[src/logic/sad_pkg.sv]
package sad_pkg;

    // window geometry
    localparam int REF_SAMPLES   = 16;  // reference length, also lane count
    localparam int SAMPLE_BITS   = 8;   // adc word
    localparam int SUM_BITS      = 16;  // holds 16 x 255 with room to spare
    localparam int PHASE_BITS    = 4;   // counts 0..REF_SAMPLES-1

    // apb bus widths
    localparam int APB_ADDR_BITS = 8;
    localparam int APB_DATA_BITS = 32;

    typedef logic [SAMPLE_BITS-1:0]             sample_t;
    typedef logic [SUM_BITS-1:0]                sad_sum_t;
    typedef logic [PHASE_BITS-1:0]              phase_t;
    typedef logic [REF_SAMPLES*SAMPLE_BITS-1:0] ref_bank_t;  // sample k at bits 8k
    typedef logic [APB_ADDR_BITS-1:0]           apb_addr_t;
    typedef logic [APB_DATA_BITS-1:0]           apb_data_t;

    // register map, byte addresses
    localparam apb_addr_t REG_STATUS    = 8'h00;  // bit 0 triggered, write clears
    localparam apb_addr_t REG_THRESHOLD = 8'h04;  // low 16 bits
    localparam apb_addr_t REG_CONFIG    = 8'h08;  // bit 0 multiple_triggers
    localparam apb_addr_t REG_INFO      = 8'h0C;  // read only geometry word
    localparam apb_addr_t REG_REF_BASE  = 8'h10;  // four words up to 0x1c

    // words in the reference area
    localparam int REF_WORDS = (REF_SAMPLES * SAMPLE_BITS) / APB_DATA_BITS;

    // trigger combiner states
    typedef enum logic {
        TRIG_IDLE,   // armed, nothing since last clear
        TRIG_FIRED   // fired, status bit set
    } trig_state_e;

endpackage

[src/logic/sad_apb_regs.sv]
`timescale 1ns/1ns

module sad_apb_regs (
    input  logic                adc_sampleclk,
    input  logic                reset,
    input  logic                psel,
    input  logic                penable,
    input  logic                pwrite,
    input  sad_pkg::apb_addr_t  paddr,
    input  sad_pkg::apb_data_t  pwdata,
    input  logic                triggered,     // status from combiner
    output sad_pkg::apb_data_t  prdata,
    output logic                pready,
    output logic                pslverr,
    output sad_pkg::ref_bank_t  ref_bank,
    output sad_pkg::sad_sum_t   threshold,
    output logic                multiple_triggers,
    output logic                status_clear   // one cycle, on write to status
);
    import sad_pkg::*;

    logic      access;       // apb access phase
    logic      wr_access;
    logic      ref_hit;      // address inside the reference area
    logic      mapped;
    logic      info_write;   // illegal, info is read only
    logic      wr_ok;        // write that is allowed to land
    logic [1:0] ref_word;    // which reference word
    apb_data_t info_word;
    apb_data_t rd_mux;

    assign access    = psel && penable;
    assign wr_access = access && pwrite;

    // 0x10..0x1c, word aligned only
    assign ref_hit  = (paddr[APB_ADDR_BITS-1:4] == REG_REF_BASE[APB_ADDR_BITS-1:4])
                   && (paddr[1:0] == 2'b00);
    assign ref_word = paddr[3:2];

    assign mapped = (paddr == REG_STATUS) || (paddr == REG_THRESHOLD)
                 || (paddr == REG_CONFIG) || (paddr == REG_INFO) || ref_hit;

    assign info_write = pwrite && (paddr == REG_INFO);
    assign wr_ok      = wr_access && mapped && !info_write;

    assign pready  = 1'b1;                              // zero wait states always
    assign pslverr = access && (!mapped || info_write);  // bad address or info write

    // status clear is combinational so the combiner drops state on this same edge
    assign status_clear = wr_ok && (paddr == REG_STATUS);

    // geometry word: ref count low byte, sample width next byte
    assign info_word = apb_data_t'({8'(SAMPLE_BITS), 8'(REF_SAMPLES)});

    always_ff @(posedge adc_sampleclk) begin
        if (reset) begin
            threshold         <= '0;
            multiple_triggers <= 1'b0;
            ref_bank          <= '0;
        end else if (wr_ok) begin
            if (paddr == REG_THRESHOLD) begin
                threshold <= pwdata[SUM_BITS-1:0];
            end
            if (paddr == REG_CONFIG) begin
                multiple_triggers <= pwdata[0];
            end
            if (ref_hit) begin
                // lowest byte is the earliest sample of the word
                ref_bank[ref_word*APB_DATA_BITS +: APB_DATA_BITS] <= pwdata;
            end
        end
    end

    // readback mux
    always_comb begin
        rd_mux = '0;
        if (ref_hit) begin
            rd_mux = ref_bank[ref_word*APB_DATA_BITS +: APB_DATA_BITS];
        end else begin
            case (paddr)
                REG_STATUS:    rd_mux = apb_data_t'(triggered);
                REG_THRESHOLD: rd_mux = apb_data_t'(threshold);
                REG_CONFIG:    rd_mux = apb_data_t'(multiple_triggers);
                REG_INFO:      rd_mux = info_word;
                default:       rd_mux = '0;   // unmapped reads as zero
            endcase
        end
    end

    assign prdata = access ? rd_mux : '0;  // quiet outside access phase

    // a rejected access leaves the datapath settings untouched
    pslverr_no_effect: assert property (
        @(posedge adc_sampleclk) disable iff (reset)
        pslverr |=> ($stable(threshold) && $stable(ref_bank) && $stable(multiple_triggers))
    ) else $error("register changed on a rejected access");

endmodule

[src/logic/sad_lane.sv]
`timescale 1ns/1ns

module sad_lane #(
    parameter int LANE = 0   // phase where this lane's window opens
) (
    input  logic               adc_sampleclk,
    input  logic               reset,
    input  sad_pkg::sample_t   sample,
    input  sad_pkg::phase_t    phase,
    input  logic               sample_valid,
    input  logic               window_restart,
    input  sad_pkg::ref_bank_t ref_bank,
    input  sad_pkg::sad_sum_t  threshold,
    output logic               lane_hit
);
    import sad_pkg::*;

    phase_t          lane_index;   // position inside this lane's window
    sample_t         ref_sample;
    sad_sum_t        abs_diff;
    sad_sum_t        acc;          // running sad
    logic [SUM_BITS:0] wide_sum;   // one extra bit to catch overflow
    sad_sum_t        sum_next;
    logic            filled;       // window started cleanly since restart

    assign lane_index = phase_t'(phase - phase_t'(LANE));
    assign ref_sample = ref_bank[lane_index*SAMPLE_BITS +: SAMPLE_BITS];

    // |sample - ref|, zero extended
    assign abs_diff = (sample > ref_sample) ? sad_sum_t'(sample - ref_sample)
                                            : sad_sum_t'(ref_sample - sample);

    assign wide_sum = {1'b0, acc} + {1'b0, abs_diff};
    assign sum_next = wide_sum[SUM_BITS] ? '1 : wide_sum[SUM_BITS-1:0];  // saturate

    // accumulator is payload only
    always_ff @(posedge adc_sampleclk) begin
        if (sample_valid) begin
            acc <= (lane_index == '0) ? abs_diff : sum_next;  // index 0 reopens
        end
    end

    always_ff @(posedge adc_sampleclk) begin
        if (reset) begin
            filled   <= 1'b0;
            lane_hit <= 1'b0;
        end else begin
            lane_hit <= 1'b0;
            if (sample_valid) begin
                if (lane_index == '0) begin
                    filled <= 1'b1;          // window begins here
                end else if (window_restart) begin
                    filled <= 1'b0;          // partial window thrown away
                end
                // a restart at index 15 never closes a stale window
                if ((lane_index == phase_t'(REF_SAMPLES - 1)) && filled && !window_restart) begin
                    lane_hit <= (sum_next <= threshold);
                end
            end
        end
    end

    // hit only ever follows the closing sample of this lane's window
    hit_after_close: assert property (
        @(posedge adc_sampleclk) disable iff (reset)
        $rose(lane_hit) |-> $past(sample_valid && (lane_index == phase_t'(REF_SAMPLES - 1)))
    ) else $error("lane %0d hit without a closing sample", LANE);

endmodule

[src/logic/sad_sample_feed.sv]
`timescale 1ns/1ns

module sad_sample_feed (
    input  logic             adc_sampleclk,
    input  logic             reset,
    input  sad_pkg::sample_t adc_data,
    input  logic             active,          // take a sample on this edge
    output sad_pkg::sample_t sample,
    output sad_pkg::phase_t  phase,           // accepted count mod 16
    output logic             sample_valid,
    output logic             window_restart   // first sample after active rose
);
    import sad_pkg::*;

    logic active_q;   // active seen on the last edge
    logic restart;

    // low on the previous edge means this sample opens a fresh stream
    assign restart = active && !active_q;

    always_ff @(posedge adc_sampleclk) begin
        if (reset) begin
            active_q       <= 1'b0;
            phase          <= '0;
            sample_valid   <= 1'b0;
            window_restart <= 1'b0;
        end else begin
            active_q       <= active;
            sample_valid   <= active;
            window_restart <= restart;
            if (restart) begin
                phase <= '0;                        // all windows start over
            end else if (active) begin
                phase <= phase_t'(phase + 1'b1);    // wraps at 16
            end
        end
    end

    // payload, no reset needed
    always_ff @(posedge adc_sampleclk) begin
        if (active) begin
            sample <= adc_data;
        end
    end

    // restart flag always travels with a real sample at phase 0
    restart_at_phase0: assert property (
        @(posedge adc_sampleclk) disable iff (reset)
        window_restart |-> (sample_valid && (phase == '0))
    ) else $error("window_restart without valid sample at phase 0");

endmodule

[src/logic/sad_trigger_combine.sv]
`timescale 1ns/1ns

module sad_trigger_combine (
    input  logic                            adc_sampleclk,
    input  logic                            reset,
    input  logic [sad_pkg::REF_SAMPLES-1:0] lane_hit,
    input  logic                            multiple_triggers,  // fire on every hit
    input  logic                            status_clear,
    output logic                            trigger,
    output logic                            triggered           // sticky status
);
    import sad_pkg::*;

    trig_state_e state;
    trig_state_e state_next;
    logic        any_hit;
    logic        fire;

    assign any_hit = |lane_hit;

    // single mode only fires while still armed
    assign fire = any_hit && (multiple_triggers || (state == TRIG_IDLE));

    always_comb begin
        state_next = state;
        case (state)
            TRIG_IDLE: begin
                if (any_hit) begin
                    state_next = TRIG_FIRED;
                end
            end
            TRIG_FIRED: begin
                if (status_clear) begin
                    state_next = TRIG_IDLE;   // rearm
                end
            end
            default: state_next = TRIG_IDLE;
        endcase
    end

    always_ff @(posedge adc_sampleclk) begin
        if (reset) begin
            state   <= TRIG_IDLE;
            trigger <= 1'b0;
        end else begin
            state   <= state_next;
            trigger <= fire;   // one cycle pulse per qualifying hit
        end
    end

    assign triggered = (state == TRIG_FIRED);

    // in single mode a pulse must come from an armed combiner
    single_fire_once: assert property (
        @(posedge adc_sampleclk) disable iff (reset)
        trigger |-> $past((state == TRIG_IDLE) || multiple_triggers)
    ) else $error("trigger while fired with multiple_triggers clear");

endmodule

[src/logic/sad_trigger_top.sv]
`timescale 1ns/1ns

module sad_trigger_top (
    input  logic                adc_sampleclk,
    input  logic                reset,
    input  sad_pkg::sample_t    adc_data,
    input  logic                active,
    // apb slave
    input  logic                psel,
    input  logic                penable,
    input  logic                pwrite,
    input  sad_pkg::apb_addr_t  paddr,
    input  sad_pkg::apb_data_t  pwdata,
    output sad_pkg::apb_data_t  prdata,
    output logic                pready,
    output logic                pslverr,
    output logic                trigger
);
    import sad_pkg::*;

    // register side
    ref_bank_t ref_bank;
    sad_sum_t  threshold;
    logic      multiple_triggers;
    logic      status_clear;
    logic      triggered;

    // stream side
    sample_t   sample;
    phase_t    phase;
    logic      sample_valid;
    logic      window_restart;
    logic [REF_SAMPLES-1:0] lane_hit;   // one bit per lane

    sad_apb_regs u_regs (
        .adc_sampleclk     (adc_sampleclk),
        .reset             (reset),
        .psel              (psel),
        .penable           (penable),
        .pwrite            (pwrite),
        .paddr             (paddr),
        .pwdata            (pwdata),
        .triggered         (triggered),
        .prdata            (prdata),
        .pready            (pready),
        .pslverr           (pslverr),
        .ref_bank          (ref_bank),
        .threshold         (threshold),
        .multiple_triggers (multiple_triggers),
        .status_clear      (status_clear)
    );

    sad_sample_feed u_feed (
        .adc_sampleclk  (adc_sampleclk),
        .reset          (reset),
        .adc_data       (adc_data),
        .active         (active),
        .sample         (sample),
        .phase          (phase),
        .sample_valid   (sample_valid),
        .window_restart (window_restart)
    );

    // lane i owns the window opening at phase i
    for (genvar i = 0; i < REF_SAMPLES; i++) begin : gen_lane
        sad_lane #(
            .LANE (i)
        ) u_lane (
            .adc_sampleclk  (adc_sampleclk),
            .reset          (reset),
            .sample         (sample),
            .phase          (phase),
            .sample_valid   (sample_valid),
            .window_restart (window_restart),
            .ref_bank       (ref_bank),
            .threshold      (threshold),
            .lane_hit       (lane_hit[i])
        );
    end

    sad_trigger_combine u_combine (
        .adc_sampleclk     (adc_sampleclk),
        .reset             (reset),
        .lane_hit          (lane_hit),
        .multiple_triggers (multiple_triggers),
        .status_clear      (status_clear),
        .trigger           (trigger),
        .triggered         (triggered)
    );

endmodule

[config.mk]
export PLATFORM = sky130hd
export DESIGN_NAME = sad_trigger_top
export DESIGN_NICKNAME = d
export VERILOG_FILES = /design/src/logic/sad_pkg.sv /design/src/logic/sad_apb_regs.sv /design/src/logic/sad_lane.sv /design/src/logic/sad_sample_feed.sv /design/src/logic/sad_trigger_combine.sv /design/src/logic/sad_trigger_top.sv
export SDC_FILE = /design/constraint.sdc
export NUM_CORES = 2
export LEC_CHECK = 0
export BUFFER_PORTS_ARGS = -buffer_cell sky130_fd_sc_hd__buf_2
export CAP_MARGIN = 10
export CORE_ASPECT_RATIO = 1.25
export CORE_MARGIN = 1
export CORE_UTILIZATION = 60
export DETAILED_ROUTE_END_ITERATION = 8
export PLACE_DENSITY = 0.78
export SLEW_MARGIN = 10
export SYNTH_ARGS = -nofsm -noshare
export SYNTH_HDL_FRONTEND = slang
export SYNTH_SLANG_ARGS = --single-unit
[constraint.sdc]
create_clock -name adc_sampleclk -period 8.8 [get_ports adc_sampleclk]
set_input_delay 1.32 -clock adc_sampleclk [delete_from_list [all_inputs] [get_ports adc_sampleclk]]
set_output_delay 1.32 -clock adc_sampleclk [all_outputs]
set_load 0.02 [all_outputs]
### Word level (Yosys, flattened, before mapping)

Index checks and enable logic that the tools add are counted.

* bitwise gates (word level): 18
* reduce and logical (&&, ||, !) cells: 123
* mux-type cells: 72
* order comparisons: 32
* shift operators: 19
* eq/ne operators: 20
* add/sub/neg operators: 65

Operator list (number)
* indexed part select 128 x 8 -> 8 bit: 16
* 2-to-1 mux 16 bit: 48
* subtractor 8 x 8 -> 9 bit: 32
* adder 16 x 16 -> 17 bit: 16
* <= comparator 16 bit: 16
* bitwise mux 128 bit: 1
* > comparator 8 bit: 16
* variable shift 32 x 34 -> 128 bit (first input constant): 1
* indexed part select 128 x 8 -> 32 bit: 1
* indexed part select 32 x 34 -> 128 bit: 1
* == test 4 bit (second input constant): 16
* zero test 4 bit: 16
* 2-to-1 mux 32 bit: 2
* one-hot mux 16 bit (4 select lines): 1
* OR reduction 3 bit: 16
* logical AND 1 bit: 42
* AND reduction 2 bit: 19
* negation 7 -> 34 bit: 1
* nonzero test 2 bit: 16
* subtractor 4 bit (second input constant): 8
* 2-to-1 mux 1 bit: 19
* inverter 1 bit: 18
* == test 8 x 4 -> 1 bit (second input constant): 2
* OR reduction 16 bit: 1
* other kinds (12): 24

* logic and storage cells: 406
* register bits after elaboration: 449

### Depth between registers and ports, before layout

* depth after elaboration: 10
* mapped depth: 44
* gate-level depth less buffers: 35

### By module

From an unflattened synthesis, not the netlist that was laid out.

* cells, all modules: 7166
* area, all modules: 69417.8 µm²

By module, submodules not included
* sad_apb_regs: instances 1, area an instance 7572.3 µm², cells an instance 803, sequential area each 2902.8 µm²
* sad_lane (gen_lane[11].u_lane): instances 1, area an instance 4051.4 µm², cells an instance 421, sequential area each 520.5 µm²
* sad_lane (gen_lane[1].u_lane): instances 1, area an instance 4021.4 µm², cells an instance 418, sequential area each 520.5 µm²
* sad_lane (gen_lane[4].u_lane): instances 1, area an instance 3987.6 µm², cells an instance 420, sequential area each 520.5 µm²
* sad_lane (gen_lane[7].u_lane): instances 1, area an instance 3945.0 µm², cells an instance 418, sequential area each 520.5 µm²
* sad_lane (gen_lane[9].u_lane): instances 1, area an instance 3935.0 µm², cells an instance 399, sequential area each 520.5 µm²
* sad_lane (gen_lane[15].u_lane): instances 1, area an instance 3873.7 µm², cells an instance 411, sequential area each 520.5 µm²
* sad_lane (gen_lane[0].u_lane): instances 1, area an instance 3831.2 µm², cells an instance 413, sequential area each 520.5 µm²
* sad_lane (gen_lane[12].u_lane): instances 1, area an instance 3804.9 µm², cells an instance 394, sequential area each 520.5 µm²
* sad_lane (gen_lane[14].u_lane): instances 1, area an instance 3788.6 µm², cells an instance 393, sequential area each 520.5 µm²
* sad_lane (gen_lane[2].u_lane): instances 1, area an instance 3769.9 µm², cells an instance 393, sequential area each 520.5 µm²
* sad_lane (gen_lane[3].u_lane): instances 1, area an instance 3743.6 µm², cells an instance 368, sequential area each 520.5 µm²
* sad_lane (gen_lane[8].u_lane): instances 1, area an instance 3743.6 µm², cells an instance 380, sequential area each 520.5 µm²
* sad_lane (gen_lane[13].u_lane): instances 1, area an instance 3713.6 µm², cells an instance 372, sequential area each 520.5 µm²
* 5 more rows

### Least setup slack after synthesis

Ideal clock, no wire load.

* kind: register to register
* start: register u_feed.phase[0]
* end: register gen_lane[11].u_lane.lane_hit
* setup slack: -0.492 ns
* setup time: 0.060 ns
* arrival time: 9.232 ns
* period minus slack after synthesis: 9.292 ns
* cell stages (with the launch flop): 41
* data required time: 8.740 ns
* path through: dfxtp_1 -> clkbuf_1 -> buf_2 -> clkbuf_1 -> inv_1 -> ha_1 -> buf_2 -> buf_1 -> mux4_2 -> mux2_2 -> o21a_1 -> ha_1 -> buf_2 -> nand2_1 -> o21ai_0 -> o211ai_1 -> a21oi_4 -> mux2i_1 -> (+5 left out) -> a21o_1 -> o2111ai_1 -> a21boi_1 -> o41ai_2 -> o21ai_1 -> a21oi_1 -> clkbuf_1 -> nand2_1 -> ha_1 -> nor2b_1 -> o21a_1 -> o21a_1 -> o21a_1 -> o21a_1 -> o211ai_1 -> a211oi_1 -> a2111oi_0 -> o2111a_1

* word-level cells in the longest chain between the ends: 7
* elaborated cells between the ends (all ways): 14
* classes of those cells: 4 x add/sub; 2 x order compare; 1 x eq/ne; 1 x shift; 2 x mux; 1 x bitwise; 3 x reduce/logical

RTL lines
* from (decl): line sad_sample_feed.sv:9 `output sad_pkg::phase_t phase,`
* from (signal assigned): line sad_sample_feed.sv:34 `phase <= phase_t'(phase + 1'b1);`
* subtractor 4 bit (*): line sad_lane.sv:26 `assign lane_index = phase_t'(phase - phase_t'(LANE));`
* via gen_lane[11].u_lane.lane_index[0]: line sad_lane.sv:18 `phase_t lane_index;`
* indexed part select 128 x 8 -> 8 bit: line sad_lane.sv:27 `assign ref_sample = ref_bank[lane_index*SAMPLE_BITS +: SAMPLE_BITS];`
* subtractor 8 x 8 -> 9 bit, or another cell as far along: line sad_lane.sv:31 `: sad_sum_t'(ref_sample - sample);`
* 2-to-1 mux 16 bit: line sad_lane.sv:30 `assign abs_diff = (sample > ref_sample) ? sad_sum_t'(sample - ref_sample)`
* adder 16 x 16 -> 17 bit: line sad_lane.sv:33 `assign wide_sum = {1'b0, acc} + {1'b0, abs_diff};`
* 2-to-1 mux 16 bit: line sad_lane.sv:34 `assign sum_next = wide_sum[SUM_BITS] ? '1 : wide_sum[SUM_BITS-1:0];`
* <= comparator 16 bit: line sad_lane.sv:57 `lane_hit <= (sum_next <= threshold);`
* to (signal assigned): line sad_lane.sv:57
* to (decl): line sad_lane.sv:14 `output logic lane_hit`

The timed path passes the listed nets; every way through them passes the cells marked *.
A chain may end at the register's enable or synchronous reset.

### Worst setup path in the final report

* start: register u_feed.phase[1]
* end: register gen_lane[9].u_lane.lane_hit

* word-level cells in the longest chain between the ends: 7
* elaborated cells between the ends (all ways): 14
* classes of those cells: 4 x add/sub; 2 x order compare; 1 x eq/ne; 1 x shift; 2 x mux; 1 x bitwise; 3 x reduce/logical

RTL lines (line)
* subtractor 4 bit (*): sad_lane.sv:26
* indexed part select 128 x 8 -> 8 bit: sad_lane.sv:27
* subtractor 8 x 8 -> 9 bit, or another cell as far along: sad_lane.sv:31
* 2-to-1 mux 16 bit: sad_lane.sv:30
* adder 16 x 16 -> 17 bit: sad_lane.sv:33
* 2-to-1 mux 16 bit: sad_lane.sv:34
* <= comparator 16 bit: sad_lane.sv:57
* to (signal assigned): sad_lane.sv:57
* to (decl): sad_lane.sv:14

Every way passes the cells marked *; elsewhere a longest branch is shown, timed or not.

==> out/metrics.cfg <==
[detailed_routing]
drcViolationCount = 0
ant_nets = 0
firstDrtPassIters = 6
vias = 49000
routed_wl_mm = 175
first_iter_violations = 5407
wl_per_cell_um = 23.6
viasPerCell = 6.61

[layout]
nets = 7093
final_cell_mix = ha_1 (796), nand2_1 (746), a21oi_1 (545), nor2_1 (329), inv_1 (317)
layout_commonest_cell = ha_1
drive_gt1_frac = 0.114
areaGrowthSynthToFinish_pct = 8.15
final_area_um2 = 57600
fin_util = 0.659

[power]
total_power_w = 0.0126
p_leak_nw = 24.1
p_per_area_nw_per_um2 = 218
ir_drop_v = 0.000187

[sta]
skew_ns = 0.0333
period_needed_ns = 8.37
setup_viol = 0
hold_violations = 0
timing.fmax_mhz = 119
worst_slew_pin_slew_ns = 1.09
period_share = 0.952
slew_violations = 0
slew_headroom = 0.276

[synthesis]
synthCells = 6139
synthArstFlopShare = 0
synth_cell_types = 92
synth_seq_cells = 449
synth_ff_type = edfxtp_1
postSynthAreaPerCell_um2 = 8.68
yosysWarnings = 0
synth_fp_nets = 7039
yosysSeqAreaShare = 0.218
synth_edf_count = 264
synth.cell_area_um2 = 53300

[min_path]
min_path_type = flip-flop to flip-flop
min_path_cells = 2
min_from = gen_lane[3].u_lane.filled

[floorplan]
start_util = 0.609
num_io_pins = 89
core_um2 = 87500
dieWidth_um = 269
num_rows = 121
dieArea_um2 = 90000
die_y_um = 335

[critical_path]
critPathLaunch = u_feed.phase[1]
end_kind = flip-flop
ff2ff_path_depth = 34
crit_fanout = 13
required_ns = 9.35
crit_type = flip-flop to flip-flop
cp_data_arrival_time_ns = 8.92
crit_slowest_cell = mux2i_1
r2r_start = u_feed.phase[1]
critPathLaunchType = flip-flop
critPathMaxStageDelay_ns = 0.59

[placement]
place_hpwl_mm = 127
routabilityCongestion = 1.12
place_area_um2 = 55400
portBuffers = 87

[global_routing]
grt_pass1_wl_mm = 265
grt.total_usage = 0.380
grt-ovfl-total = 0
antenna_found_initial = 8
grt_pass1_vias = 46500
grt_max_degree = 137

[clock_tree]
clock-sinks = 449
cts.reportedPaths.clkPinSlew_ns = 0.07
clock_latency_ns = 0.66
clk_path_buf_depth = 3
cts_buffers = 53
root_buffer = clkbuf_16
tritoncts = built
htreeDepth = 2

[run_status]
status = completed

[run]
drv_cap = 0

## worst max-delay path: cells and delay by family, from the launching register on
family / cells / cell delay, ns
buffers and inverters: 3 / 0.74
AOI/OAI and AO/OA: 15 / 3.19
muxes: 3 / 1.18
and+or+nand+nor: 7 / 1.18
xor gates and xnor gates: 2 / 0.38
DFF: 1 / 0.34
adders and majority gates: 4 / 1.23
## what timing repair did
| item | in CTS | in global routing |
|---|---|---|
| hold buffers | 0 | 0 |
| buffers inserted | 0 | 8 |
| setup endpoints to repair | 0 | 14 |
| resized for setup | 0 | 19 |
## metal layers
layer	track usage	up-vias	wire length, um
met5	0	-	51
met4	0.249	8	13500
met3	0.0626	532	17100
met2	0.595	2402	77100
met1	0.483	23400	66700
li1	-	22700	-
## flip-flops by register name (all words and copies together) (netlist names)
signal and cells:
gen_lane.u_lane.acc 256, u_regs.ref_bank 128, gen_lane.u_lane.filled 16, gen_lane.u_lane.lane_hit 16, u_regs.threshold 16, u_feed.sample 8, u_feed.phase 4, u_combine.trigger 1
u_combine.triggered 1, u_feed.sample_valid 1, u_feed.window_restart 1, u_regs.multiple_triggers 1
## stage by stage
step / hold WS [ns] / setup TNS [ns] / instances / setup slack [ns]
after floorplan: 0.412 / -0.0238 / 6139 / -0.0238
after global placement: 0.428 / 0 / 7295 / 0.184
after detailed placement: 0.437 / 0 / 7295 / 0.197
after CTS: 0.456 / 0 / 7393 / 0.129
after global routing: 0.481 / -0.0629 / 7406 / -0.0555
final: 0.456 / 0 / 7408 / 0.427
## report_power, final
group / total, W / switching (W) / leakage (nW) / internal [W]
Clock: 0.00250 / 0.00103 / 0.951 / 0.00147
Combinational: 0.00728 / 0.00408 / 19.3 / 0.00320
Sequential: 0.00277 / 0.0000901 / 3.86 / 0.00268
Total: 0.0126 / 0.00520 / 24.1 / 0.00736
## synth_stat cells (57+ instances only)
cell	count	area, um2
ha_1	798	9980
inv_1	318	1190
nand2_1	746	2800
a21oi_1	547	2740
xnor2_1	159	1390
dfxtp_1	185	3700
edfxtp_1	264	7930
nand4_1	114	713
nor2_1	330	1240
nor2b_1	101	632
nand2b_1	105	657
a211oi_1	57	428
mux2_2	131	1480
a31oi_1	64	400
nand3_1	226	1130
clkbuf_1	162	608
o21a_1	160	1200
mux2i_1	179	1790
nor3_1	85	425
a21o_1	198	1490
o21ai_0	315	1580
mux4_2	160	3600
xor2_1	127	1110
## kinds of logic after synthesis
group | share of synthesized area
adder cells (fa/ha/maj) | 0.205
multiplexers | 0.129
AO/OA/AOI/OAI | 0.195
XOR/XNOR | 0.0470
AND/OR/NAND/NOR | 0.164
other | 0.0000704
flip-flops | 0.218
buffers and inverters | 0.0403
## final cells by class
type	count	area, um2
Clock inverter	25	302
Antenna cell	4	10.0
Sequential cell	449	11600
Clock buffer	73	1630
Tap cell	1168	1460
Fill cell	7316	29900
Inverter	319	1200
Multi-Input combinational cell	5133	39700
Timing Repair Buffer	237	1690
## final timing paths
| check | endpoint | slack (ns) |
|---|---|---|
| worst max-delay path | gen_lane[9].u_lane.lane_hit | 0.43 |
| worst min-delay path | gen_lane[3].u_lane.filled | 0.46 |
| worst max register to register | gen_lane[9].u_lane.lane_hit | 0.43 |
| worst min register to register | gen_lane[3].u_lane.filled | 0.46 |
Power figures use the tool's default switching activity.
